## config.mk

```make
export PLATFORM = sky130hd
export DESIGN_NAME = PcFile
export DESIGN_NICKNAME = d
export VERILOG_FILES = /design/src/CoreTypes.sv /design/src/PcFile.sv
export VERILOG_INCLUDE_DIRS = /design/src
export SDC_FILE = /design/constraint.sdc
export NUM_CORES = 1
export LEC_CHECK = 0
export BUFFER_PORTS_ARGS = -buffer_cell sky130_fd_sc_hd__buf_2
export CELL_PAD_IN_SITES_DETAIL_PLACEMENT = 1
export CELL_PAD_IN_SITES_GLOBAL_PLACEMENT = 1
export CORE_MARGIN = 2
export CORE_UTILIZATION = 45
export DETAILED_ROUTE_END_ITERATION = 12
export GPL_ROUTABILITY_DRIVEN = 0
export MAX_ROUTING_LAYER = met4
export PLACE_DENSITY_LB_ADDON = 0.1
export SYNTH_ARGS = -nofsm -noshare
export SYNTH_HDL_FRONTEND = slang
export SYNTH_SLANG_ARGS = --single-unit
export TNS_END_PERCENT = 1
```

## constraint.sdc

```tcl
create_clock -name clk -period 8.9 [get_ports clk]
set_input_delay 0.445 -clock clk [delete_from_list [all_inputs] [get_ports clk]]
set_output_delay 0.445 -clock clk [all_outputs]
set_load 0.005 [all_outputs]
```

## src/core_defs.svh

```systemverilog
`ifndef CORE_DEFS_SVH
`define CORE_DEFS_SVH

// Issue and execute ports, one ALU each
`define NUM_PORTS 2

// Top tag bit flags an inline constant in the low bits
`define TAG_W 7

`define SQN_W 7

`define WORD_W 32

// Physical integer registers
`define NUM_PREGS 64

// Fetch blocks tracked in the PC file
`define NUM_FETCH 8

// Halfword offset inside an 8-halfword fetch block
`define FETCH_OFFS_W 3

`endif
```

## src/CoreTypes.sv

```systemverilog
`default_nettype none

`include "core_defs.svh"

package CoreTypes;

    typedef logic [`TAG_W-1:0] Tag;
    typedef logic [`SQN_W-1:0] SqN;
    typedef logic [`WORD_W-1:0] Word;
    typedef logic [$clog2(`NUM_FETCH)-1:0] FetchId;
    typedef logic [`FETCH_OFFS_W-1:0] FetchOffs;

    typedef enum logic [3:0] {
        opAdd,
        opSub,
        opAnd,
        opOr,
        opXor,
        opSlt,
        opSll,
        opSrl,
        opLink
    } AluOp;

    typedef enum logic {
        aluIdle,
        aluShift
    } AluState;

    // Sequence numbers wrap, so age comes from the signed difference
    function automatic logic isYounger(input SqN a, input SqN b);
        SqN diff;
        diff = a - b;
        return $signed(diff) > 0;
    endfunction

endpackage

`default_nettype wire

```

## src/PcFile.sv

```systemverilog
`timescale 1ns/1ps
`default_nettype none

`include "core_defs.svh"

module PcFile import CoreTypes::*; (
    input  wire         clk,
    input  wire         rst,
    input  wire         writeEn,
    input  wire FetchId writeId,
    input  wire Word    writeBase,
    input  wire FetchId readId[`NUM_PORTS],
    output Word         readBase[`NUM_PORTS]
);

    Word bases[`NUM_FETCH];

    always_comb begin
        for (int i = 0; i < `NUM_PORTS; i++) begin
            readBase[i] = bases[readId[i]];
        end
    end

    always_ff @(posedge clk) begin
        if (rst) begin
            for (int f = 0; f < `NUM_FETCH; f++) begin
                bases[f] <= '0;
            end
        end else if (writeEn) begin
            bases[writeId] <= writeBase;
        end
    end

    // PC rebuild in the operand stage relies on 16-byte aligned blocks
    assert property (@(posedge clk) disable iff (rst)
        writeEn |-> writeBase[3:0] == 4'b0);

endmodule

`default_nettype wire

```

Yosys cells after proc, flatten, opt, wreduce, memory -nomap -nowiden. Memory sizes are Yosys's and may differ from the RTL's. Cells that the tools add are included. Widths: inputs -> output; s select.

Reductions and logical operators: 1. Multiplexer cells: 8.

Operator list (number): $mux 32 (1); $reduce_or 32->1 (1); $mux 1 (6); $mux 3 (1).

Word-level logic and storage cells: 10. Bits in registers: 0. Output and inout port bits: 64. Input bits: 44. Memory bits (writable): 256. Memories kept: 1.

Memory list: bases (words 8, width 32, rd ports 2, clocked after memory_dff 0, write ports 8, line PcFile.sv:16) `` Word bases[`NUM_FETCH]; ``.

Depth between registers and ports, before layout.
Depth in word-level cells: 5. Mapped depth: 5. Mapped depth without buffers: 2.

Least setup slack after synthesis. OpenSTA, ideal clock, no wires.

Path kind: input -> register. Start point: in writeId[1]. End point: mem bases[0][0] (netlist bit), enable pin. Path buffers: 3. Data arrival time: 2.780 ns. Data required time: 8.472 ns. Cell stages on the path: 5. Setup time: 0.428 ns. Setup slack: 5.692 ns. Cells stage by stage: or3b_1 > clkbuf_1 > buf_6 > buf_6 > o21bai_1.

RTL lines: from (decl) (line PcFile.sv:10) `input wire FetchId writeId,`; to (decl) (line PcFile.sv:16).

==> summary.txt <==
Outcome
  – Outcome: finished clean

Placement
  – DP HPWL: about 20,000 um
  – Port buffer count: between 100 and 150

Worst setup path
  – CP Buf/Inv Count: 3
  – Worst EP required: 8.46 ns
  – Crit path top cell by count: buf_4
  – Sequence of cells on the critical path: buf_4 > buf_4 > mux4_1 > mux2_2 > buf_2
  – CP peak stage delay: just under 0.9 ns
  – Slowest stage cell, crit path: buf_4
  – Arrival @ worst endpoint: about 2.7 ns
  – Crit start category: input port
  – Family with the most delay on the worst path: buffers and inverters
  – Crit Path Category: input port to output pin
  – Crit. End Element: output pin
  – Critical Path Fanout Max: 54

Clock network
  – Num CTS Buffers: 28
  – TritonCTS sink count: 256
  – Buffers inserted by post-CTS timing repair: 0
  – H-tree Lvls: 1
  – Clk slew on worst S/H paths: around 0.060 ns
  – # hold bufs at CTS: 0
  – Clock root cell: clkbuf_16
  – Clk buf depth: 3
  – CTS tree: built
  – CTS resizes: 0

Global route
  – Total gr overflow: 0
  – First-pass GRT wire length: ~55,000 um
  – Tot GR Track Use: 0.246
  – Initial antenna violation count: 0
  – Pin count of the biggest net entering global routing: 76
  – Number of global-route vias before repair: approximately 9,000

Finish
  – Nets: 952
  – Antenna diodes: 0
  – Top reg by flops: bases
  – Fillers: between 2,000 and 3,000
  – Top Registers: bases (256)
  – Most frequent cells in the layout: nor3_1, edfxtp_1, buf_2
  – Fraction of layout cells with a size suffix above 1: 0.308
  – Max reg flops: around 260
  – Area Overhead vs Synth: 11.3%

Synthesis
  – Cell area after synthesis: between 10,000 and 15,000 um2
  – Sequential fraction of the synthesis area: 0.563
  – Synth warnings: 0
  – Post-synth net total: 887
  – Syn Area/Cell: between 15 and 20 um2
  – Flops & latches, synth: 256
  – Number of distinct library cells after synthesis: 17
  – Post-synthesis cell count: between 800 and 900

STA
  – Fmax: around 310 MHz
  – Rel. slew slack: 0.261
  – Slew @ Worst Pin: between 1 and 1.5 ns
  – Setup TNS: 0 ns
  – Tcrit/Tclk final: 0.357
  – Final setup viols: 0
  – Final hold vios: 0
  – Unrepaired setup endpoints after global routing: no
  – Crit path time final: roughly 3.2 ns
  – Slew Viols, Final: 0

Min path
  – Hold WC Path Type: input port to register

Routing
  – DRT Wirelength: roughly 37,000 um
  – Vias per inst: roughly 6.4
  – DRC: 0
  – WL/cell: around 28 um
  – Vias: roughly 8,400
  – Post-route ant nets: 0
  – Initial DRT Pass Iterations: 7
  – DR iter-0 viols: 736

Flow run
  – Max-cap viol count: 0

Floorplan
  – Die width: about 180 um
  – Die height: about 180 um
  – Initial Util: 0.459
  – Core area: between 20,000 and 30,000 um2
  – Die ar.: 31,700 um2
  – I/O pin count: approximately 110
  – FP Rows: 63

Pwr
  – Pwr/cell area: ~190 nW/um2
  – Leakage power: 5.01 nW
  – Max VDD drop: around 0.19 mV
  – Tot Pwr: 0.00287 W
==> cells in the mapped netlist, drive strengths merged <==
| master | count | area (um2) |
|---|---|---|
| or2 | 1 | 6.26 |
| nand2b | 2 | 12.5 |
| mux2 | 64 | 728 |
| edfxtp | 256 | 7690 |
| or3b | 1 | 8.76 |
| clkinv | 32 | 120 |
| buf | 54 | 400 |
| clkbuf | 39 | 146 |
| o21bai | 8 | 60.1 |
| nand3b | 1 | 7.51 |
| nand2 | 1 | 3.75 |
| mux4 | 128 | 3180 |
| nor3 | 256 | 1280 |
==> final timing paths <==
path           from                          to  slack [ns]  depth (start not counted)
max       readId[0]                 readBase[0]        5.72                          5
min   writeBase[25]  bases[4][25]$_SDFFCE_PN0P_        0.38                          3
==> per-stage QoR <==
step,setup WS [ns],util,instance area (um2),cells,hold slack (ns)
floorplan,5.69,-,13600,843,0.774
global placement,5.72,0.484,14400,1268,0.910
detailed placement,5.70,0.484,14400,1268,0.916
CTS,5.70,0.511,15200,1315,0.352
global route,5.62,0.511,15200,1315,0.387
finish,5.72,0.511,15200,1315,0.377
==> routing by layer <==
| metal | vias to the layer above | track usage | routed length [um] |
|---|---|---|---|
| met5 | - | - | 0 |
| met2 | 275 | 0.426 | 19400 |
| li1 | 3632 | - | - |
| met1 | 4445 | 0.313 | 15400 |
| met4 | 0 | 0.0499 | 680 |
| met3 | 43 | 0.0305 | 1960 |
==> tightest hold or removal path, stage by stage <==
cell and delay [ns]:
buf_2 0.10, clkinv_1 0.12, nor3_1 0.07
==> power by group <==
| group | switching (W) | leakage [nW] | internal (W) | total, W |
|---|---|---|---|---|
| Clock | 0.000449 | 0.390 | 0.000587 | 0.00104 |
| Combinational | 0.000209 | 2.16 | 0.000180 | 0.000389 |
| Sequential | 0.0000352 | 2.45 | 0.00140 | 0.00144 |
| Total | 0.000694 | 5.01 | 0.00217 | 0.00287 |
==> logic make-up after synthesis <==
group / count (synthesis) / share of synthesized area
and+or+nand+nor: 262 / 0.0967
AOI/OAI and AO/OA: 8 / 0.00440
muxes: 192 / 0.287
DFF: 256 / 0.563
buffers and inverters: 125 / 0.0489
==> layout make-up <==
class	count	area, um2	area share
clock buffer	37	756	0.0498
clock inverter	10	41.3	0.00272
inverter	32	120	0.00791
multi-input combinational	462	5400	0.355
sequential	256	7690	0.506
tap	390	488	0.0321
timing repair buffer	128	698	0.0460
Power figures use the tool's default switching activity.
