## src/core_defs.svh

```systemverilog
`ifndef CORE_DEFS_SVH
`define CORE_DEFS_SVH

// Issue and execute ports, one ALU each
`define NUM_PORTS 2

// Top tag bit flags an inline constant in the low bits
`define TAG_W 7

`define SQN_W 7

`define WORD_W 32

// Physical integer registers
`define NUM_PREGS 64

// Fetch blocks tracked in the PC file
`define NUM_FETCH 8

// Halfword offset inside an 8-halfword fetch block
`define FETCH_OFFS_W 3

`endif
```

## src/CoreTypes.sv

```systemverilog
`default_nettype none

`include "core_defs.svh"

package CoreTypes;

    typedef logic [`TAG_W-1:0] Tag;
    typedef logic [`SQN_W-1:0] SqN;
    typedef logic [`WORD_W-1:0] Word;
    typedef logic [$clog2(`NUM_FETCH)-1:0] FetchId;
    typedef logic [`FETCH_OFFS_W-1:0] FetchOffs;

    typedef enum logic [3:0] {
        opAdd,
        opSub,
        opAnd,
        opOr,
        opXor,
        opSlt,
        opSll,
        opSrl,
        opLink
    } AluOp;

    typedef enum logic {
        aluIdle,
        aluShift
    } AluState;

    // Sequence numbers wrap, so age comes from the signed difference
    function automatic logic isYounger(input SqN a, input SqN b);
        SqN diff;
        diff = a - b;
        return $signed(diff) > 0;
    endfunction

endpackage

`default_nettype wire

```

## src/OperandLoad.sv

```systemverilog
`timescale 1ns/1ps
`default_nettype none

`include "core_defs.svh"

module OperandLoad import CoreTypes::*; (
    input  wire           clk,
    input  wire           rst,

    // Issue
    input  wire logic     uopValid[`NUM_PORTS],
    input  wire Tag       uopTagA[`NUM_PORTS],
    input  wire Tag       uopTagB[`NUM_PORTS],
    input  wire Tag       uopTagDst[`NUM_PORTS],
    input  wire SqN       uopSqN[`NUM_PORTS],
    input  wire AluOp     uopOp[`NUM_PORTS],
    input  wire Word      uopImm[`NUM_PORTS],
    input  wire logic     uopImmB[`NUM_PORTS],
    input  wire FetchId   uopFetchId[`NUM_PORTS],
    input  wire FetchOffs uopFetchOffs[`NUM_PORTS],
    input  wire logic     uopCompressed[`NUM_PORTS],

    input  wire           invalidate,
    input  wire SqN       invalidateSqN,
    input  wire logic     stall[`NUM_PORTS],

    // Writeback snoop
    input  wire logic     wbValid[`NUM_PORTS],
    input  wire Tag       wbTagDst[`NUM_PORTS],
    input  wire Word      wbResult[`NUM_PORTS],

    output Tag            rfReadAddr[2*`NUM_PORTS],
    output FetchId        pcReadAddr[`NUM_PORTS],
    input  wire Word      rfReadData[2*`NUM_PORTS],
    input  wire Word      pcReadData[`NUM_PORTS],

    // Execute
    output logic          exValid[`NUM_PORTS],
    output Word           exSrcA[`NUM_PORTS],
    output Word           exSrcB[`NUM_PORTS],
    output Word           exPc[`NUM_PORTS],
    output AluOp          exOp[`NUM_PORTS],
    output Tag            exTagDst[`NUM_PORTS],
    output SqN            exSqN[`NUM_PORTS],
    output logic          exCompressed[`NUM_PORTS]
);

    // Which writeback buses are producing this tag right now
    function automatic logic [`NUM_PORTS-1:0] wbMatch(input Tag tag);
        logic [`NUM_PORTS-1:0] hits;
        for (int w = 0; w < `NUM_PORTS; w++) begin
            hits[w] = wbValid[w] && wbTagDst[w] == tag;
        end
        return hits;
    endfunction

    // Inline constant first, then forwarded result, then register file
    function automatic Word selectOperand(input Tag tag, input Word rfValue);
        Word value;
        logic [`NUM_PORTS-1:0] hits;
        hits = wbMatch(tag);
        value = rfValue;
        if (tag[`TAG_W-1]) begin
            value = {{(`WORD_W - `TAG_W + 1){tag[`TAG_W-2]}}, tag[`TAG_W-2:0]};
        end else begin
            for (int w = 0; w < `NUM_PORTS; w++) begin
                if (hits[w]) begin
                    value = wbResult[w];
                end
            end
        end
        return value;
    endfunction

    always_comb begin
        for (int i = 0; i < `NUM_PORTS; i++) begin
            rfReadAddr[i] = uopTagA[i];
            rfReadAddr[i + `NUM_PORTS] = uopTagB[i];
            pcReadAddr[i] = uopFetchId[i];
        end
    end

    // Valid bits: load when free, hold under stall unless flushed
    always_ff @(posedge clk) begin
        if (rst) begin
            for (int i = 0; i < `NUM_PORTS; i++) begin
                exValid[i] <= 1'b0;
            end
        end else begin
            for (int i = 0; i < `NUM_PORTS; i++) begin
                if (!stall[i]) begin
                    exValid[i] <= uopValid[i] &&
                        !(invalidate && isYounger(uopSqN[i], invalidateSqN));
                end else if (invalidate && isYounger(exSqN[i], invalidateSqN)) begin
                    exValid[i] <= 1'b0;
                end
            end
        end
    end

    always_ff @(posedge clk) begin
        for (int i = 0; i < `NUM_PORTS; i++) begin
            if (!stall[i] && uopValid[i]) begin
                exSrcA[i] <= selectOperand(uopTagA[i], rfReadData[i]);
                exSrcB[i] <= uopImmB[i] ? uopImm[i]
                           : selectOperand(uopTagB[i], rfReadData[i + `NUM_PORTS]);
                // Offset names the end of the instruction, so back up a full-size one
                exPc[i] <= pcReadData[i] + Word'({uopFetchOffs[i], 1'b0})
                         - (uopCompressed[i] ? 32'd0 : 32'd2);
                exOp[i] <= uopOp[i];
                exTagDst[i] <= uopTagDst[i];
                exSqN[i] <= uopSqN[i];
                exCompressed[i] <= uopCompressed[i];
            end
        end
    end

    for (genvar p = 0; p < `NUM_PORTS; p++) begin : gFwdChk
        assert property (@(posedge clk) disable iff (rst)
            uopValid[p] |-> $onehot0(wbMatch(uopTagA[p])) && $onehot0(wbMatch(uopTagB[p])));
    end

endmodule

`default_nettype wire

```

## config.mk

```make
export PLATFORM = sky130hd
export DESIGN_NAME = OperandLoad
export DESIGN_NICKNAME = d
export VERILOG_FILES = /design/src/CoreTypes.sv /design/src/OperandLoad.sv
export VERILOG_INCLUDE_DIRS = /design/src
export SDC_FILE = /design/constraint.sdc
export NUM_CORES = 1
export LEC_CHECK = 0
export BUFFER_PORTS_ARGS = -buffer_cell sky130_fd_sc_hd__buf_2
export CAP_MARGIN = 20
export CORE_AREA = 10 10 263 265
export DETAILED_ROUTE_END_ITERATION = 16
export DIE_AREA = 0 0 273 275
export PLACE_DENSITY = 0.55
export SKIP_CTS_REPAIR_TIMING = 1
export SLEW_MARGIN = 20
export SYNTH_ARGS = -nofsm -noshare
export SYNTH_HDL_FRONTEND = slang
export SYNTH_SLANG_ARGS = --single-unit
```

## constraint.sdc

```tcl
create_clock -name clk -period 7.5 [get_ports clk]
set_input_delay 0.75 -clock clk [delete_from_list [all_inputs] [get_ports clk]]
set_output_delay 0.75 -clock clk [all_outputs]
set_load 0.05 [all_outputs]
```

# Yosys cells after proc, flatten, opt, wreduce, memory -nomap -nowiden
# Cells that the tools add are included.
[op_classes]
bitwise_logic = 0
mux = 20
order_cmp = 4
n_shift = 0
eq_ne = 10
add_sub_neg = 8
div = 0
reduce_logical = 20
n_mul = 0
[ops]
columns = ["cell", "count"]
rows = [
  ["$mux 32", 14],
  ["$add 32x4->32", 2],
  ["$sub 32x2->32", 2],
  ["$eq 7x7->1", 8],
  ["$gt 7x1->1 const B", 4],
  ["$sub 7x7->7", 4],
  ["$logic_and 1x1->1", 16],
  ["$logic_not 1->1", 4],
  ["$mux 1", 4],
  ["$mux 2", 2],
  ["$ne 2x1->1 const B", 2],
]
[word_totals]
reg_bits = 232
rom_bits = 0
memories = 0
ram_bits = 0
latchBits = 0

# Longest topological paths before layout
[depth]
depth_word = 6
depth_mapped = 11

# Least setup slack after synthesis
# OpenSTA, ideal clock, no wires.
[synth_path]
path_type = "input to register"
from = "input port stall[0] (netlist bit)"
to = "register exValid[0] (netlist bit)"
arrival_ps = 6953
path_slack_ps = 449
stages = 3
required_time_ps = 7401
cell_sequence = "nor2b_1 > o311ai_0 > o31ai_1"
[synth_via]
elab_chain_len = 1
elab_cells_between_ends = 2
cone_classes = "eq/ne (1); mux (1)"
[synth_lines]
columns = ["item", "line_no", "text"]
rows = [
  ["start: declaration", "OperandLoad.sv:25", "input wire logic stall[`NUM_PORTS],"],
  ["$ne 2x1->1 (no source line) or $mux 1 (tied branches)", "-", ""],
  ["end signal: indexed assignment", "OperandLoad.sv:92", "exValid[i] <= uopValid[i] &&"],
  ["end: declaration", "OperandLoad.sv:38", "output logic exValid[`NUM_PORTS],"],
]
# Parallel ways exist; a longest one is shown, timed or not.
# A chain may end at the register's enable or synchronous reset.

# Worst setup path in the final report
[layout_path]
from = "input port uopTagB[13] (netlist bit)"
to = "register exSrcB[49] (netlist bit) (data pin)"
[layout_via]
elab_chain_len = 6
elab_cells_between_ends = 8
cone_classes = "eq/ne (2); mux (4); reduce/logical (2)"
[layout_lines]
columns = ["item", "line_no", "text"]
rows = [
  ["start: declaration", "OperandLoad.sv:13", "input wire Tag uopTagB[`NUM_PORTS],"],
  ["$eq 7x7->1", "OperandLoad.sv:52", "hits[w] = wbValid[w] && wbTagDst[w] == tag;"],
  ["$logic_and 1x1->1", "OperandLoad.sv:52", ""],
  ["$mux 32 (2 in a row)", "OperandLoad.sv:67", "if (hits[w]) begin"],
  ["$mux 32 (*)", "OperandLoad.sv:63", "if (tag[`TAG_W-1]) begin"],
  ["$mux 32 (*)", "OperandLoad.sv:105", "exSrcB[i] <= uopImmB[i] ? uopImm[i]"],
  ["end signal: indexed assignment", "OperandLoad.sv:105", ""],
  ["end: declaration", "OperandLoad.sv:40", "output Word exSrcB[`NUM_PORTS],"],
]
# Every way passes the cells marked *; elsewhere a longest branch is shown, timed or not.

==> key figures <==
STA
  • Final hold slack: 0.320 ns
  • Rel. slew slack: 0.280
  • Endpoints failing hold: 0
  • Max-slew violation count: 0
  • Endpoints failing setup: 0
  • RSZ-0062 raised after global routing: false
  • Clk_skew: 0.00369 ns
  • Final worst-path cycle share: 0.514
  • Tightest Pin Transition: 1.08 ns
  • Fmax: 259 MHz
  • Min Tclk post-route: 3.86 ns
  • Worst setup margin: 3.64 ns
  • Setup total negative slack: 0 ns

Critical path
  • CP startpoint kind: input pin
  • CP Class: in -> reg
  • Crit path required time: 7.93 ns
  • Crit Reg-Reg Endpoint: exValid[1]
  • Crit end category: flop
  • Arr. time, crit path: 4.29 ns
  • Reg2reg setup slack: 5.07 ns
  • Worst reg-to-reg path cell count: 11
  • Reg2reg start: exSqN[7]
  • Crit-path max FO: 48

Clock tree
  • TritonCTS buffer count: 30
  • H-tree levels: 1
  • CTS tree: done
  • Maximum clock path buffer count: 3
  • Root buffer cell: clkbuf_16
  • Clock Latency Late Sink: 0.58 ns
  • Clock sink count: 232
  • Clock-pin slew on the worst setup and hold paths: 0.06 ns

Synthesis
  • Post-synth EDFFs: 230
  • Most used flip-flop cell after synthesis: edfxtp_1
  • Yosys warning count: 0
  • Post-Synthesis Cells: 1786
  • Post-synth net total: 2310
  • FF+latch count, synth: 232
  • Sequential area share after synthesis: 0.415
  • Async SR Flop Fraction: 0
  • Netlist Area Pre-Place: 0.0168 mm²
  • Syn avg cell area: 9.38 µm²
  • Cell variety after synth: 66

Route
  • Post-Route WL: 84200 µm
  • Top Metal Used: met5
  • Initial DRC count: 1718
  • Routed met3 length: 8350 µm
  • Total number of vias: 16900
  • DRT antenna net count: 0
  • DRC Markers: 0
  • Via/cell ratio: 5.17
  • DRT Pass-1 Iters: 6
  • Post-Route M1 WL: 31600 µm
  • Avg WL per Cell: 25.8 µm
  • Met2 wire length: 41700 µm

Finish
  • Final nets: 2904
  • Final std cells w/o fill: 3267
  • Fillcell total: 6645
  • Fin area: 0.0217 mm²
  • Area taken by multi-input logic gates: 0.00869 mm²
  • Share of cells above drive strength 1: 0.317
  • Final Util: 0.340
  • Post-synthesis to final-layout area growth: 29.7%
  • Reg area: 0.00695 mm²

Floorplanning
  • Row Count: 93
  • Io pins: 696
  • Die width: 273 µm
  • Core area: 0.0639 mm²
  • Die area: 0.0751 mm²
  • Starting density of the core: 0.262
  • Die Ht: 275 µm

Global route
  • Grt ovf: 0
  • Global-route wire length before repair: 118000 µm
  • Vias in the first global route: 17100
  • GRT Util Overall: 0.211
  • Antenna violations before repair: 18
  • Pin count of the biggest net entering global routing: 67

Min path
  • WHS Endpoint: exOp[5]
  • Worst Min Path Start: uopOp[5]
  • Hold depth: 1
  • Hold Path Class: in -> reg

Place
  • Buffers on Ports: 683
  • Dpl hpwl: 67200 µm
  • GP Congestion: 0.949
  • Placed cell areas: 0.0207 mm²
  • Dpl cells: 3203
  • Post-Place Setup Slack: 2.95 ns

Run
  • Max Cap Viol: 0

Outcome
  • Outcome: completed

Power and ir drop
  • Peak supply drop: 0.153 mV
  • Pwr Total: 4.52 mW
  • Pwr dens: 208 mW/mm²
  • P_leak: 9.25 nW
[final cells by class]
class / count / share of cell area
Antenna cell: 9 / 0.00104
Clock buffer: 38 / 0.0369
Clock inverter: 17 / 0.00869
Inverter: 119 / 0.0205
Multi-Input combinational cell: 1295 / 0.400
Sequential cell: 232 / 0.320
Tap cell: 855 / 0.0492
Timing Repair Buffer: 702 / 0.164
[routing by layer]
| metal | GRT usage | up-vias |
|---|---|---|
| li1 | - | 7652 |
| met5 | 0 | - |
| met4 | 0.0669 | 10 |
| met2 | 0.372 | 909 |
| met1 | 0.247 | 8162 |
| met3 | 0.0550 | 148 |
[critical path, stage by stage]
cell	delay, ns
buf_2	0.76
xor2_1	0.13
nor4_1	0.32
nand4_1	0.73
buf_4	0.57
a211oi_1	0.66
nor2_1	0.09
o21ai_0	0.20
[worst max path at each step]
stage	slack, ns	endpoint	start
final	3.64	exSrcB[49]	uopTagB[13]
after global routing	3.35	exSrcB[50]	uopTagB[13]
after CTS	3.59	exSrcB[50]	uopTagB[13]
after detailed placement	2.95	exSrcB[50]	uopTagB[13]
after global placement	3.00	exSrcB[50]	uopTagB[13]
after floorplan	0.45	exValid[0]	stall[0]
[cells by family (layout without fill, tap and decap cells)]
logic type	count (synthesis)	count (layout)	synth area share
buf+inv	259	876	0.0691
xor+xnor	120	120	0.0627
fa+ha+maj	94	94	0.0738
other cells	0	9	0
flops	232	232	0.415
mux	134	134	0.0802
compound gates	547	547	0.197
simple gates	400	400	0.103
[Yosys cell counts, types with 44 or more instances]
master,n,area share
o21ai_0,235,0.070
edfxtp_1,230,0.41
nand2_1,173,0.039
nor2_1,135,0.030
mux2i_1,132,0.079
inv_1,119,0.027
a21oi_1,115,0.034
ha_1,86,0.064
a211oi_1,80,0.036
clkbuf_1,78,0.017
xnor2_1,76,0.040
buf_4,47,0.021
xor2_1,44,0.023
[layout by cell type, fill, tap and decap left out, drive strengths merged, types with 9 or more instances in the layout]
cell / netlist / routed
a211oi: 81 / 81
a21o: 34 / 34
a21oi: 115 / 115
a31oi: 11 / 11
buf: 61 / 702
clkbuf: 79 / 38
clkinv: 0 / 12
diode: 0 / 9
edfxtp: 230 / 230
ha: 86 / 86
inv: 119 / 119
mux2i: 132 / 132
nand2: 173 / 173
nand3: 18 / 18
nand4: 18 / 18
nor2: 137 / 137
nor3: 10 / 10
o21ai: 239 / 239
o21bai: 11 / 11
xnor2: 76 / 76
xor2: 44 / 44
[report_power, final]
part / switching [mW] / internal (mW)
clock: 0.628 / 0.887
combinational: 0.985 / 0.410
sequential: 0.0396 / 1.57
total: 1.65 / 2.87
[registers in the layout (all words and copies together) (netlist names)]
| name | count |
|---|---|
| exSrcB | 64 |
| exCompressed | 2 |
| exTagDst | 14 |
| exPc | 64 |
| exSrcA | 64 |
| exSqN | 14 |
| exValid | 2 |
| exOp | 8 |
Power figures use the tool's default switching activity.
