File: src/core_defs.svh
`ifndef CORE_DEFS_SVH
`define CORE_DEFS_SVH

// Issue and execute ports, one ALU each
`define NUM_PORTS 2

// Top tag bit flags an inline constant in the low bits
`define TAG_W 7

`define SQN_W 7

`define WORD_W 32

// Physical integer registers
`define NUM_PREGS 64

// Fetch blocks tracked in the PC file
`define NUM_FETCH 8

// Halfword offset inside an 8-halfword fetch block
`define FETCH_OFFS_W 3

`endif
File: src/CoreTypes.sv
`default_nettype none

`include "core_defs.svh"

package CoreTypes;

    typedef logic [`TAG_W-1:0] Tag;
    typedef logic [`SQN_W-1:0] SqN;
    typedef logic [`WORD_W-1:0] Word;
    typedef logic [$clog2(`NUM_FETCH)-1:0] FetchId;
    typedef logic [`FETCH_OFFS_W-1:0] FetchOffs;

    typedef enum logic [3:0] {
        opAdd,
        opSub,
        opAnd,
        opOr,
        opXor,
        opSlt,
        opSll,
        opSrl,
        opLink
    } AluOp;

    typedef enum logic {
        aluIdle,
        aluShift
    } AluState;

    // Sequence numbers wrap, so age comes from the signed difference
    function automatic logic isYounger(input SqN a, input SqN b);
        SqN diff;
        diff = a - b;
        return $signed(diff) > 0;
    endfunction

endpackage

`default_nettype wire

File: src/IntAlu.sv
`timescale 1ns/1ps
`default_nettype none

`include "core_defs.svh"

module IntAlu import CoreTypes::*; (
    input  wire       clk,
    input  wire       rst,
    input  wire logic exValid,
    input  wire Word  exSrcA,
    input  wire Word  exSrcB,
    input  wire Word  exPc,
    input  wire AluOp exOp,
    input  wire Tag   exTagDst,
    input  wire SqN   exSqN,
    input  wire logic exCompressed,
    input  wire       invalidate,
    input  wire SqN   invalidateSqN,
    output logic      busy,
    output logic      wbValid,
    output Tag        wbTagDst,
    output SqN        wbSqN,
    output Word       wbResult
);

    AluState state;
    logic [4:0] shiftCnt;
    logic shiftLeft;
    logic accept;
    logic isShift;
    Word simpleResult;

    assign busy = (state == aluShift);
    assign accept = exValid && !busy && !(invalidate && isYounger(exSqN, invalidateSqN));
    assign isShift = (exOp == opSll || exOp == opSrl) && exSrcB[4:0] != 5'd0;

    always_comb begin
        case (exOp)
            opAdd:   simpleResult = exSrcA + exSrcB;
            opSub:   simpleResult = exSrcA - exSrcB;
            opAnd:   simpleResult = exSrcA & exSrcB;
            opOr:    simpleResult = exSrcA | exSrcB;
            opXor:   simpleResult = exSrcA ^ exSrcB;
            opSlt:   simpleResult = Word'($signed(exSrcA) < $signed(exSrcB));
            opLink:  simpleResult = exPc + (exCompressed ? 32'd2 : 32'd4);
            // Shift start value, also the result of a shift by zero
            default: simpleResult = exSrcA;
        endcase
    end

    always_ff @(posedge clk) begin
        if (rst) begin
            state <= aluIdle;
            shiftCnt <= '0;
            wbValid <= 1'b0;
        end else begin
            wbValid <= 1'b0;
            case (state)
                aluIdle: begin
                    if (accept && isShift) begin
                        state <= aluShift;
                        shiftCnt <= exSrcB[4:0];
                    end else if (accept) begin
                        wbValid <= 1'b1;
                    end
                end
                aluShift: begin
                    if (invalidate && isYounger(wbSqN, invalidateSqN)) begin
                        state <= aluIdle;
                    end else begin
                        shiftCnt <= shiftCnt - 5'd1;
                        if (shiftCnt == 5'd1) begin
                            state <= aluIdle;
                            wbValid <= 1'b1;
                        end
                    end
                end
                default: state <= aluIdle;
            endcase
        end
    end

    // Result register doubles as the shift register
    always_ff @(posedge clk) begin
        if (accept) begin
            wbTagDst <= exTagDst;
            wbSqN <= exSqN;
            shiftLeft <= (exOp == opSll);
            wbResult <= simpleResult;
        end else if (busy) begin
            wbResult <= shiftLeft ? wbResult << 1 : wbResult >> 1;
        end
    end

endmodule

`default_nettype wire

File: config.mk
export PLATFORM = sky130hd
export DESIGN_NAME = IntAlu
export DESIGN_NICKNAME = d
export VERILOG_FILES = /design/src/CoreTypes.sv /design/src/IntAlu.sv
export VERILOG_INCLUDE_DIRS = /design/src
export SDC_FILE = /design/constraint.sdc
export NUM_CORES = 1
export LEC_CHECK = 0
export BUFFER_PORTS_ARGS = -buffer_cell sky130_fd_sc_hd__buf_4
export CAP_MARGIN = 10
export CORE_ASPECT_RATIO = 0.6
export CORE_UTILIZATION = 40
export DETAILED_ROUTE_END_ITERATION = 6
export GPL_TIMING_DRIVEN = 0
export PLACE_DENSITY = 0.56
export SETUP_SLACK_MARGIN = 0.15
export SLEW_MARGIN = 10
export SYNTH_ARGS = -nofsm -noshare
export SYNTH_HDL_FRONTEND = slang
export SYNTH_SLANG_ARGS = --single-unit
File: constraint.sdc
create_clock -name clk -period 4.1 [get_ports clk]
set_clock_uncertainty 0.05 [all_clocks]
set_input_delay 0.82 -clock clk [delete_from_list [all_inputs] [get_ports clk]]
set_output_delay 0.82 -clock clk [all_outputs]
set_load 0.01 [all_outputs]
Word-level counts from Yosys, hierarchy flattened
Cells that the tools add are included.
- eq/ne operators: 11
- muxes and demuxes: 17
- add/sub/neg operators: 6
- bitwise logic cells: 4
- $lt $le $gt $ge: 3
- reduce and logical (&&, ||, !) cells: 13
- operators by type and width (operator ; count):
    $pmux 32 s7 ; 1
    $mux 32 ; 3
    $add 32x3->32 ; 1
    $add 32x32->32 ; 1
    $and 32x32->32 ; 1
    $lt 32x32->1 ; 1
    $or 32x32->32 ; 1
    $sub 32x32->32 ; 1
    $xor 32x32->32 ; 1
    $eq 4x3->1 const B ; 4
    $gt 7x1->1 const B ; 2
    $sub 7x7->7 ; 2
    $mux 5 ; 2
    $pmux 5 s2 ; 1
    $eq 4x2->1 const B ; 2
    $mux 1 ; 7
    $logic_and 1x1->1 ; 6
    $eq 5x1->1 const B ; 1
    $reduce_bool 5->1 ; 1
    $sub 5x1->5 const B ; 1
    $eq 4x1->1 const B ; 1
    $eq 4x4->1 const B ; 1
    $logic_not 4->1 ; 1
    $ne 2x2->1 const B ; 2
    7 further kinds ; 9
- output and inout port bits: 48
- input port bits: 126
- register bits after elaboration: 54

Logic depth before layout (Yosys ltp)
Gate-level depths: netlist (run 1).
- depth in word-level cells: 8
- mapped depth: 13

Worst setup path after synthesis (run 1)
No wires, ideal clock.
- path kind: input to register
- from: input port exSqN[0]
- to: register wbResult[14] (data pin)
- data arrival time: 3.120 ns
- setup slack: 0.656 ns
- required time: 3.776 ns
- cell stages on the path: 12
- path buffers: 2
- cells stage by stage: inv_1 > ha_1 > fa_1 > nor2b_1 > o21ai_1 > o31ai_1 > xnor2_1 > a311o_1 > inv_2 > buf_2 > buf_2 > o22ai_1
- longest elaborated chain between the ends: 6
- RTL lines (what ; line ; source):
    start, declared ; IntAlu.sv:15 ; input wire SqN exSqN,
    $sub 7x7->7 ; CoreTypes.sv:33 ; diff = a - b;
    $gt 7x1->1 ; CoreTypes.sv:34 ; return $signed(diff) > 0;
    $logic_and 1x1->1 ; IntAlu.sv:34 ; assign accept = exValid && !busy && !(invalidate && isYounger(exSqN, invalidateSqN));
    $logic_not 1->1 ; IntAlu.sv:34 ;
    $logic_and 1x1->1 ; IntAlu.sv:34 ;
    $mux 32 ; IntAlu.sv:85 ; if (accept) begin
    end signal, assigned ; IntAlu.sv:89 ; wbResult <= simpleResult;
    end signal, assigned ; IntAlu.sv:91 ; wbResult <= shiftLeft ? wbResult << 1 : wbResult >> 1;
    end, declared ; IntAlu.sv:23 ; output Word wbResult
No other way between the ends.
A chain may end at the register's enable or synchronous reset.

Final worst setup path (run 1)
- from: input port exOp[0]
- to: register wbResult[3] (data pin)
- longest elaborated chain between the ends: 3
- elaborated cells on any way between the ends: 9
- those cells by class: eq/ne (6); mux (2); reduce/logical (1)
- RTL lines (what ; line ; source):
    start, declared ; IntAlu.sv:13 ; input wire AluOp exOp,
    $eq 4x4->1, or another cell as far along ; IntAlu.sv:38 ; case (exOp)
    $pmux 32 s7 (*) ; IntAlu.sv:38 ;
    $mux 32 (*) ; IntAlu.sv:85 ;
Every way passes the cells marked *; elsewhere a longest branch is shown, timed or not.

==> results.md, run 1 <==
- Outcome: completed
- Max-slew violations: 0
- Power density over the cells: approximately 240 nW/um2
- Max Root-Sink Buffers: 2
- Area leader, netlist: ha_1
- Type of the tightest min-delay check: reg2reg
- Post-synth EDFFs: 47
- Slew of the pin with the lowest slew margin: around 1.1 ns
- Cts hold-fix bufs: 0
- Mapped cell area: 9632 um2
- Tot GR Track Use: 0.3423
- Most frequent cells in the layout: buf_4, ha_1, inv_1
- Number of nets still failing antenna checks after routing: 0
- Wire per inst: ~25 um
- Max Clock Freq: 0.2538 GHz
- Seq/Total Area, Yosys: 0.1611
- Critical path type: in2reg
- Residual DRC count: 0
- Initial antenna violation count: 1
- Die Wd: 202.3 um
- Die area: 24720 um2
- Synth Warn #: 0
- Cell variety after synth: 95
- Top_reg_cell synth: edfxtp_1
- RSZ-0062 raised after global routing: yes
- Standard-cell rows: 43
- Design area: approximately 12000 um2
- Crit path DAT: roughly 3.9 ns
- Tot Pwr: approximately 2.8 mW
- Worst Path Required: approximately 4.1 ns
- Area after DPL: 11350 um2
- Starting Density: 0.4125
- Clock sinks: between 50 and 60
- Mapped Nets: around 1500
- PortBufs: about 170
- Post-Syn Instances: between 1000 and 1500
- Max Cap Viol: 0
- Antenna Cells: 0
- Combinational Power Share: 0.543
- Rel. slew slack: 0.2434
- Area contributors post-synth: ha_1, edfxtp_1, a21oi_1
- VDD IR-drop max: 0.1501 mV
- Syn Area/Cell: approximately 7.8 um2
- Total wire length: roughly 43 mm
- Final setup fails: 0
- Core area: about 23000 um2
- Die Span Y: roughly 120 um
- Flop pwr share: 0.269
- Startpoint Class: input port
- Post-synth top area share: 0.1676
- Final hold viol count: 0
- Crit-path max FO: 10
- Iter 0 DRT Violations: around 1300
- HPWL after DPL: between 30 and 40 mm
- Total CTS buffers: 5
- # H-tree levels: 2
- Clk pin slew, worst setup/hold paths: roughly 0.070 ns
- Final min period: about 4 ns
- Synth-to-Final Area Change: 20.68%
- Global-route wire length before repair: ~62 mm
- Via/cell ratio: 6.245
- Vias in the first global route: between 9000 and 10000
- Pin count of the biggest net entering global routing: 33
- Fin nets: between 1500 and 2000
- Commonest non-fill, non-tap cell in the layout: buf_4
- Tcrit/Tclk final: 0.9609
- Gpl congestion: 1.084
- CTS root buf: clkbuf_16
- Clock latency on the worst-skew pair: between 0.3 and 0.4 ns
- Ys async rst share: 0
- P_int: roughly 1.6 mW
- Net Sw Power: about 1.2 mW
- Pleak: approximately 5.0 nW
- Clock Power Share: 0.188
- Register bit total from synthesis: 54
- CP endpoint kind: flop
- CTS tree: built
- Vias: 10800
- Switching Share: 0.4402
- Total congestion overflow: 0
- Drt first pass iters: 5
- Top-level I/O count: approximately 170
- Share of layout cells above drive strength 1: 0.1936
-- flip-flops by register name, summed over array words and instances (netlist names) --
register   count
wbSqN          7
wbTagDst       7
busy           1
wbResult      32
shiftCnt       5
shiftLeft      1
wbValid        1
-- layout make-up --
cell class	instances	area [um2]
fill	2343	11730
multi-input combinational	985	7252
sequential	54	1551
timing repair buffer	175	1318
inverter	121	456.7
clock inverter	3	47.55
clock buffer	5	125.1
tap	315	394.1
buffer	72	479.2
-- power groups by stage --
stage          logic, mW  registers [mW]  clock network (mW)
6_report            1.52           0.751               0.526
5_1_grt             1.62           0.762               0.551
4_1_cts             1.45           0.752               0.537
3_5_place_dp        1.44           0.764                   0
3_3_place_gp        1.44           0.764                   0
2_1_floorplan      0.824           0.778                   0
-- cell families (layout without fill, tap and decap cells) --
logic type               Yosys count  after routing  share of synthesized area
AO/OA/AOI/OAI                    435            435                     0.3187
AND/OR/NAND/NOR                  349            349                     0.1829
buffers and inverters            193            376                    0.09470
adder cells (fa/ha/maj)          134            134                     0.1780
flip-flops                        54             54                     0.1611
XOR/XNOR                          38             38                    0.03455
multiplexers                      29             29                    0.03014
-- worst max-delay path, stage by stage --
cell and delay [ns]:
buf_4 0.10, buf_1 0.34, nor2_1 0.15, nand3b_1 0.58, clkbuf_1 0.70, o22ai_1 0.13
a221oi_1 0.91, a31oi_1 0.18
-- repair_timing --
item	4_1_cts	5_1_grt
endpoints found under the setup margin	26	39
gates resized for setup	4	26
buffers inserted	0	1
gates cloned	0	0
endpoints found under the hold margin	0	0
pin swaps	0	1
-- cell usage after synthesis, types with 11 or more instances --
cell and instances:
a211oi_1 32, a21oi_1 98, a221oi_1 21, a31oi_1 16, and3_1 12, buf_2 12
clkbuf_1 35, clkbuf_8 13, edfxtp_1 47, ha_1 129, inv_1 119, mux2i_1 29
nand2_1 92, nand2b_1 14, nand3_1 36, nand4_1 15, nor2_1 85, nor2b_1 19
nor3_1 33, nor4_1 12, o2111ai_1 11, o211ai_1 14, o21ai_0 71, o221ai_1 22
o22ai_1 23, o31ai_1 21, xnor2_1 21, xor2_1 17
-- stage by stage --
stage / setup slack [ns] / hold slack (ns) / utilization / instances / TNS, ns
4_1_cts: 0.1600 / 0.4597 / 0.4944 / 1729 / 0
2_1_floorplan: 0.6559 / 0.4197 / - / 1232 / 0
3_3_place_gp: -0.6776 / 0.4593 / 0.4844 / 1718 / -11.88
5_1_grt: 0.05260 / 0.4804 / 0.4978 / 1730 / 0
3_5_place_dp: -0.2865 / 0.4474 / 0.4863 / 1721 / -7.315
6_report: 0.1604 / 0.4588 / 0.4978 / 1730 / 0
-- metal layers --
metal | share of wire | GRT usage
met5 | 0.0024 | 0.03175
met4 | 0.015 | 0.06109
met3 | 0.16 | 0.1536
met2 | 0.36 | 0.4321
met1 | 0.46 | 0.5122
-- worst paths after layout --
check / startpoint / endpoint / slack (ns) / cells past startpoint
max: exOp[0] / wbResult[3]$_DFFE_PP_ / 0.16 / 8
min: shiftCnt[1]$_SDFFE_PP0P_ / shiftCnt[1]$_SDFFE_PP0P_ / 0.46 / 2
max reg2reg: wbSqN[0]$_DFFE_PN_ / shiftCnt[2]$_SDFFE_PP0P_ / 0.77 / 12
min reg2reg: shiftCnt[1]$_SDFFE_PP0P_ / shiftCnt[1]$_SDFFE_PP0P_ / 0.46 / 2
No activity file was read; power rests on OpenSTA's default activity.
==> run 2: changes to the inputs <==
CELL_PAD_IN_SITES_DETAIL_PLACEMENT = 0   (was default)
CELL_PAD_IN_SITES_GLOBAL_PLACEMENT = 1   (was default)
PLACE_DENSITY = 0.74   (was 0.56)
SLEW_MARGIN = 40   (was 10)
==> results.md, run 2 (synthesis results as in run 1) <==
- Setup TNS: 0 ns (unchanged)
- Max Root-Sink Buffers: 2 (unchanged)
- Final Non-Filler Cells: 1732 (+0.12%)
- Total wire length: 44.68 mm (+3.7%)
- Tot Pwr: 2.778 mW (-0.70%)
- Type of the tightest min-delay check: reg2reg
- Startpoint Class: input port
- WHS: 0.4636 ns (+0.004778 ns)
- Critical-path cell list: buf_4 > inv_1 > ha_1 > fa_1 > nor2b_1 > o21ai_1 > o31ai_1 > xnor2_1 > a311o_1 > inv_2 > buf_2 > buf_6 > o22ai_1
- Core area: 23350 um2 (unchanged)
- Crit path DAT: 3.88 ns (-0.03 ns)
- Synth-to-Final Area Change: 20.54%
- Final Util: 0.4972 (-0.0005890)
- Design area: 11610 um2 (-0.12%)
- Largest register FFs: 32 (unchanged)
- Die Wd: 202.3 um (unchanged)
- Max-slew violations: 0 (unchanged)
- Max Cap Viol: 0 (unchanged)
- Max Clock Freq: 0.2584 GHz (+1.8%)
- CTS tree: built
- Final min period: 3.870 ns (-0.06992 ns)
- Commonest non-fill, non-tap cell in the layout: buf_4
- HPWL after DPL: 34.66 mm (+0.16%)
- Total congestion overflow: 0 (unchanged)
- Worst setup margin: 0.2303 ns (+0.06992 ns)
- RSZ-0062 raised after global routing: yes
- Power density over the cells: 239.2 nW/um2 (-0.58%)
- Clk pin slew, worst setup/hold paths: 0.09 ns (+0.02 ns)
- Number of nets still failing antenna checks after routing: 0 (unchanged)
- Global-route wire length before repair: 64.03 mm (+3.0%)
- Reg with most FFs: wbResult
- Top flop regs: wbResult: 32 flops, wbSqN: 7 flops, wbTagDst: 7 flops
- Antenna Cells: 0 (unchanged)
- Final hold viol count: 0 (unchanged)
- Clock Power Share: 0.182 (-0.006)
- Starting Density: 0.4125 (unchanged)
- Via/cell ratio: 6.305 (+0.96%)
- VDD IR-drop max: 0.1629 mV (+8.5%)
- Vias: 10920 (+1.1%)
- Crit path buf inv count: 5 (+2)
- Tot GR Track Use: 0.3544 (+0.01208)
- Residual DRC count: 0 (unchanged)
- Vias in the first global route: 9869 (+1.0%)
- Switching Share: 0.4579 (+0.01764)
- Net Sw Power: 1.272 mW (+3.3%)
- Pre-CTS setup slack: -0.4734 ns (-0.1869 ns)
- CTS root buf: clkbuf_16
- Pin count of the biggest net entering global routing: 33 (unchanged)
- P_int: 1.506 mW (-3.8%)
- CP endpoint kind: flop
- Iter 0 DRT Violations: 1588 (+19%)
- Cells after DPL: 1720 (-0.058%)
- Crit-path max FO: 24 (+14)
- Worst r2r src: wbSqN[0]$_DFFE_PN_
- Crit path launch: exSqN[0]
- Share of layout cells above drive strength 1: 0.1920 (-0.001685)
- Combinational Power Share: 0.542 (about the same)
- Standard-cell rows: 43 (unchanged)
- Pleak: 5.028 nW (+0.19%)
- Hold path start: shiftCnt[1]$_SDFFE_PP0P_
- Most frequent cells in the layout: buf_4, ha_1, inv_1
- Slew of the pin with the lowest slew margin: 0.9318 ns (-0.2031 ns)
- Worst Path Required: 4.11 ns (+0.04 ns)
- Initial antenna violation count: 2 (+1)
- Rel. slew slack: 0.3788 (+0.1354)
- Clock latency on the worst-skew pair: 0.33 ns (about the same)
- Gpl congestion: 0.9969 (-8.0%)
- Drt first pass iters: 6 (+1)
- Die area: 24720 um2 (unchanged)
- Outcome: completed
- R2R Setup Slk: 1.03 ns (+0.26 ns)
- Die Span Y: 122.2 um (unchanged)
- Top delay family on crit path: buffers and inverters
- # H-tree levels: 2 (unchanged)
- Total CTS buffers: 5 (unchanged)
- CP max-delay cell: a311o_1
- Clock sinks: 54 (unchanged)
- Tcrit/Tclk final: 0.9438 (-0.01705)
- Crit-path max cell delay: 0.44 ns (-0.47 ns)
- Flop pwr share: 0.276 (+0.007)
- PortBufs: 171 (unchanged)
- Top-level I/O count: 174 (unchanged)
- Critical path type: in2reg
- Final setup fails: 0 (unchanged)
- Area after DPL: 11390 um2 (+0.33%)
- Wire per inst: 25.80 um (+3.6%)
- Fin nets: 1676 (+0.12%)
==> run 2: area by class of cell <==
| type | instances | area (um2) |
|---|---|---|
| fill | 2375 | 11740 |
| multi-input combinational | 985 | 7236 |
| sequential | 54 | 1551 |
| timing repair buffer | 177 | 1345 |
| buffer | 72 | 478.0 |
| inverter | 121 | 454.2 |
| tap | 315 | 394.1 |
| clock buffer | 5 | 125.1 |
| clock inverter | 3 | 26.28 |
==> run 2: final timing paths <==
check / depth (start not counted) / to
setup reg to reg: 12 / shiftCnt[2]$_SDFFE_PP0P_
hold reg to reg: 2 / shiftCnt[1]$_SDFFE_PP0P_
setup / recovery: 13 / wbResult[30]$_DFFE_PP_
hold / removal: 2 / shiftCnt[1]$_SDFFE_PP0P_
==> run 2: layer usage <==
metal  up-vias  part of all wire  track usage
met2       685              0.38       0.4707
met3        52              0.12      0.08909
li1       4989                 -            -
met4         2             0.015      0.07378
met5         -           0.00087            0
met1      5192              0.48       0.5544
==> run 2: power groups by stage <==
stage	logic [mW]	clock network, mW	registers [mW]
6_report	1.50	0.506	0.767
5_1_grt	1.60	0.513	0.774
4_1_cts	1.46	0.503	0.766
3_5_place_dp	1.45	0	0.778
3_3_place_gp	1.44	0	0.779
2_1_floorplan	0.824	0	0.778
==> run 2: worst reg2reg max path, stage by stage (launching register included) <==
cell      delay [ns]
edfxtp_1        0.38
inv_1           0.06
ha_1            0.21
fa_1            0.42
nor2b_1         0.23
o21ai_0         0.11
a21oi_1         0.21
o2111a_1        0.19
a211oi_1        0.05
a31oi_1         0.46
nand2_1         0.31
a32oi_1         0.24
nor2_1          0.05
==> run 2: what timing repair did <==
| item | 4_1_cts | 5_1_grt |
|---|---|---|
| setup buffers | 0 | 2 |
| pin swaps | 0 | 1 |
| hold buffers | 0 | 0 |
| cloned | 0 | 0 |
| gates resized for setup | 3 | 6 |
| setup endpoints to repair | 25 | 30 |
==> run 3: changes to the inputs <==
CORE_UTILIZATION = 42   (was 40)
PLACE_DENSITY = 0.78   (was 0.74)
==> results.md, run 3 (synthesis results as in run 1) <==
- Cells after DPL: 1714 (-0.35%)
- Worst setup margin: 0.2058 ns (-0.02448 ns)
- Wire per inst: 25.79 um (about the same)
- Final Non-Filler Cells: 1727 (-0.29%)
- Standard-cell rows: 42 (-2.3%)
- Core area: 22280 um2 (-4.6%)
- Max-slew violations: 0 (unchanged)
- CTS tree: built
- Setup TNS: 0 ns (unchanged)
- Initial antenna violation count: 1 (-1)
- Die Span Y: 119.3 um (-2.4%)
- Die Wd: 197.5 um (-2.4%)
- Die area: 23560 um2 (-4.7%)
- Clk pin slew, worst setup/hold paths: 0.09 ns (about the same)
- Vias in the first global route: 10050 (+1.9%)
- Top-level I/O count: 174 (unchanged)
- Type of the tightest min-delay check: reg2reg
- Clock Power Share: 0.177 (-0.005)
- Sequential cell area: 1551 um2 (unchanged)
- Largest register FFs: 32 (unchanged)
- Crit-path max FO: 10 (-58%)
- Final hold viol count: 0 (unchanged)
- HPWL after DPL: 34.47 mm (-0.55%)
- Starting Density: 0.4323 (+0.01978)
- Outcome: completed
- Critical path type: in2reg
- Final setup fails: 0 (unchanged)
- Residual DRC count: 0 (unchanged)
- Total CTS buffers: 5 (unchanged)
- Slew of the pin with the lowest slew margin: 0.9382 ns (+0.006479 ns)
- Uppermost layer routed: met4
- Pleak: 5.040 nW (+0.23%)
- Commonest non-fill, non-tap cell in the layout: buf_4
- Combinational Power Share: 0.546 (+0.004)
- Top flop regs: wbResult: 32 flops, wbSqN: 7 flops, wbTagDst: 7 flops
- Total wire length: 44.55 mm (-0.31%)
- Multi-input gate area: 7254 um2 (+0.26%)
- WHS: 0.4632 ns (-0.0003750 ns)
- # H-tree levels: 2 (unchanged)
- Gpl congestion: 0.9985 (+0.16%)
- Flop pwr share: 0.276 (about the same)
- PortBufs: 171 (unchanged)
- Startpoint Class: input port
- Clock latency on the worst-skew pair: 0.34 ns (about the same)
- Synth-to-Final Area Change: 20.73%
- Power density over the cells: 238.5 nW/um2 (-0.31%)
- Net Sw Power: 1.266 mW (-0.46%)
- Wire length on met1: 21.08 mm (-1.9%)
- Total congestion overflow: 0 (unchanged)
- RSZ-0062 raised after global routing: yes
- Drt first pass iters: 5 (-1)
- Met2 wire length: 16.64 mm (-2.2%)
- Clock sinks: 54 (unchanged)
- Iter 0 DRT Violations: 1546 (-2.6%)
- CP endpoint kind: flop
- Vias: 10960 (+0.35%)
- Pre-CTS setup slack: -0.4943 ns (-0.02087 ns)
- R2R Setup Slk: 1.10 ns (+0.07 ns)
- Max Root-Sink Buffers: 2 (unchanged)
- Pin count of the biggest net entering global routing: 33 (unchanged)
- Fin nets: 1676 (unchanged)
- P_int: 1.507 mW (+0.11%)
- Worst Path Required: 4.23 ns (+0.12 ns)
- Final min period: 3.894 ns (+0.02448 ns)
- Share of layout cells above drive strength 1: 0.1948 (+0.002823)
- VDD IR-drop max: 0.1828 mV (+12%)
- Max Clock Freq: 0.2568 GHz (-0.63%)
- Max Cap Viol: 0 (unchanged)
- Crit path DAT: 4.02 ns (+0.14 ns)
- Reg with most FFs: wbResult
- Tot GR Track Use: 0.3753 (+0.02089)
- Global-route wire length before repair: 64.66 mm (+0.98%)
- Via/cell ratio: 6.345 (+0.64%)
- WL met3: 5.883 mm (+7.5%)
- Number of nets still failing antenna checks after routing: 0 (unchanged)
- CTS root buf: clkbuf_16
- Tcrit/Tclk final: 0.9498 (+0.005970)
- Switching Share: 0.4565 (-0.001412)
- Most frequent cells in the layout: buf_4, ha_1, inv_1
- Fill cells: 2287 (-3.7%)
- Rel. slew slack: 0.3745 (-0.004319)
==> run 3: cell count changes in the layout (fill, tap and decap cells not counted), sizes merged <==
cell	previous run	this run
clkinv	3	2
buf	199	201
diode	0	2
clkbuf	55	53
inv	121	122
==> run 3: power by group through the flow <==
stage / clock network (mW) / registers (mW) / logic [mW]
finish: 0.491 / 0.767 / 1.52
global route: 0.507 / 0.775 / 1.62
CTS: 0.491 / 0.766 / 1.46
detailed placement: 0 / 0.778 / 1.45
global placement: 0 / 0.779 / 1.44
floorplan: 0 / 0.778 / 0.824
==> run 3: layout make-up <==
class | count | share of cell area
Multi-Input combinational cell | 985 | 0.6238
Buffer | 72 | 0.04153
Antenna cell | 2 | 0.0004304
Sequential cell | 54 | 0.1334
Clock buffer | 5 | 0.01076
Inverter | 121 | 0.03927
Timing Repair Buffer | 177 | 0.1159
Clock inverter | 3 | 0.001722
Tap cell | 308 | 0.03314
==> run 3: timing repair <==
action | 4_1_cts | 5_1_grt
resized for setup | 3 | 15
setup endpoints to repair | 25 | 34
buffers inserted | 0 | 2
hold buffers | 0 | 0
pin swaps | 0 | 1
==> run 3: per-stage QoR <==
| step | util | cell area, um2 | power (mW) |
|---|---|---|---|
| after floorplan | - | 9632 | 1.603 |
| after global placement | 0.5072 | 11300 | 2.215 |
| after detailed placement | 0.5115 | 11400 | 2.227 |
| after CTS | 0.5183 | 11550 | 2.716 |
| after global routing | 0.5217 | 11620 | 2.900 |
| final | 0.5219 | 11630 | 2.773 |
==> run 3: final timing paths <==
check | start | end | cells past startpoint
worst max-delay path | exOp[0] | wbResult[18]$_DFFE_PP_ | 9
worst min-delay path | shiftCnt[1]$_SDFFE_PP0P_ | shiftCnt[1]$_SDFFE_PP0P_ | 2
worst min register to register | shiftCnt[1]$_SDFFE_PP0P_ | shiftCnt[1]$_SDFFE_PP0P_ | 2
worst max register to register | wbSqN[0]$_DFFE_PN_ | shiftCnt[2]$_SDFFE_PP0P_ | 12
==> run 3: layer usage <==
metal / vias to the layer above / track usage
li1: 4977 / -
met1: 5225 / 0.5864
met2: 691 / 0.4826
met3: 65 / 0.1116
met4: 0 / 0.08769
met5: - / 0
==> run 3: worst max-delay path, stage by stage <==
cell,delay [ns]
buf_4,0.13
buf_1,0.24
nor4_4,0.58
clkbuf_1,0.76
clkbuf_1,0.75
a21oi_1,0.16
o2111ai_1,0.15
o21ai_0,0.23
o22ai_1,0.21
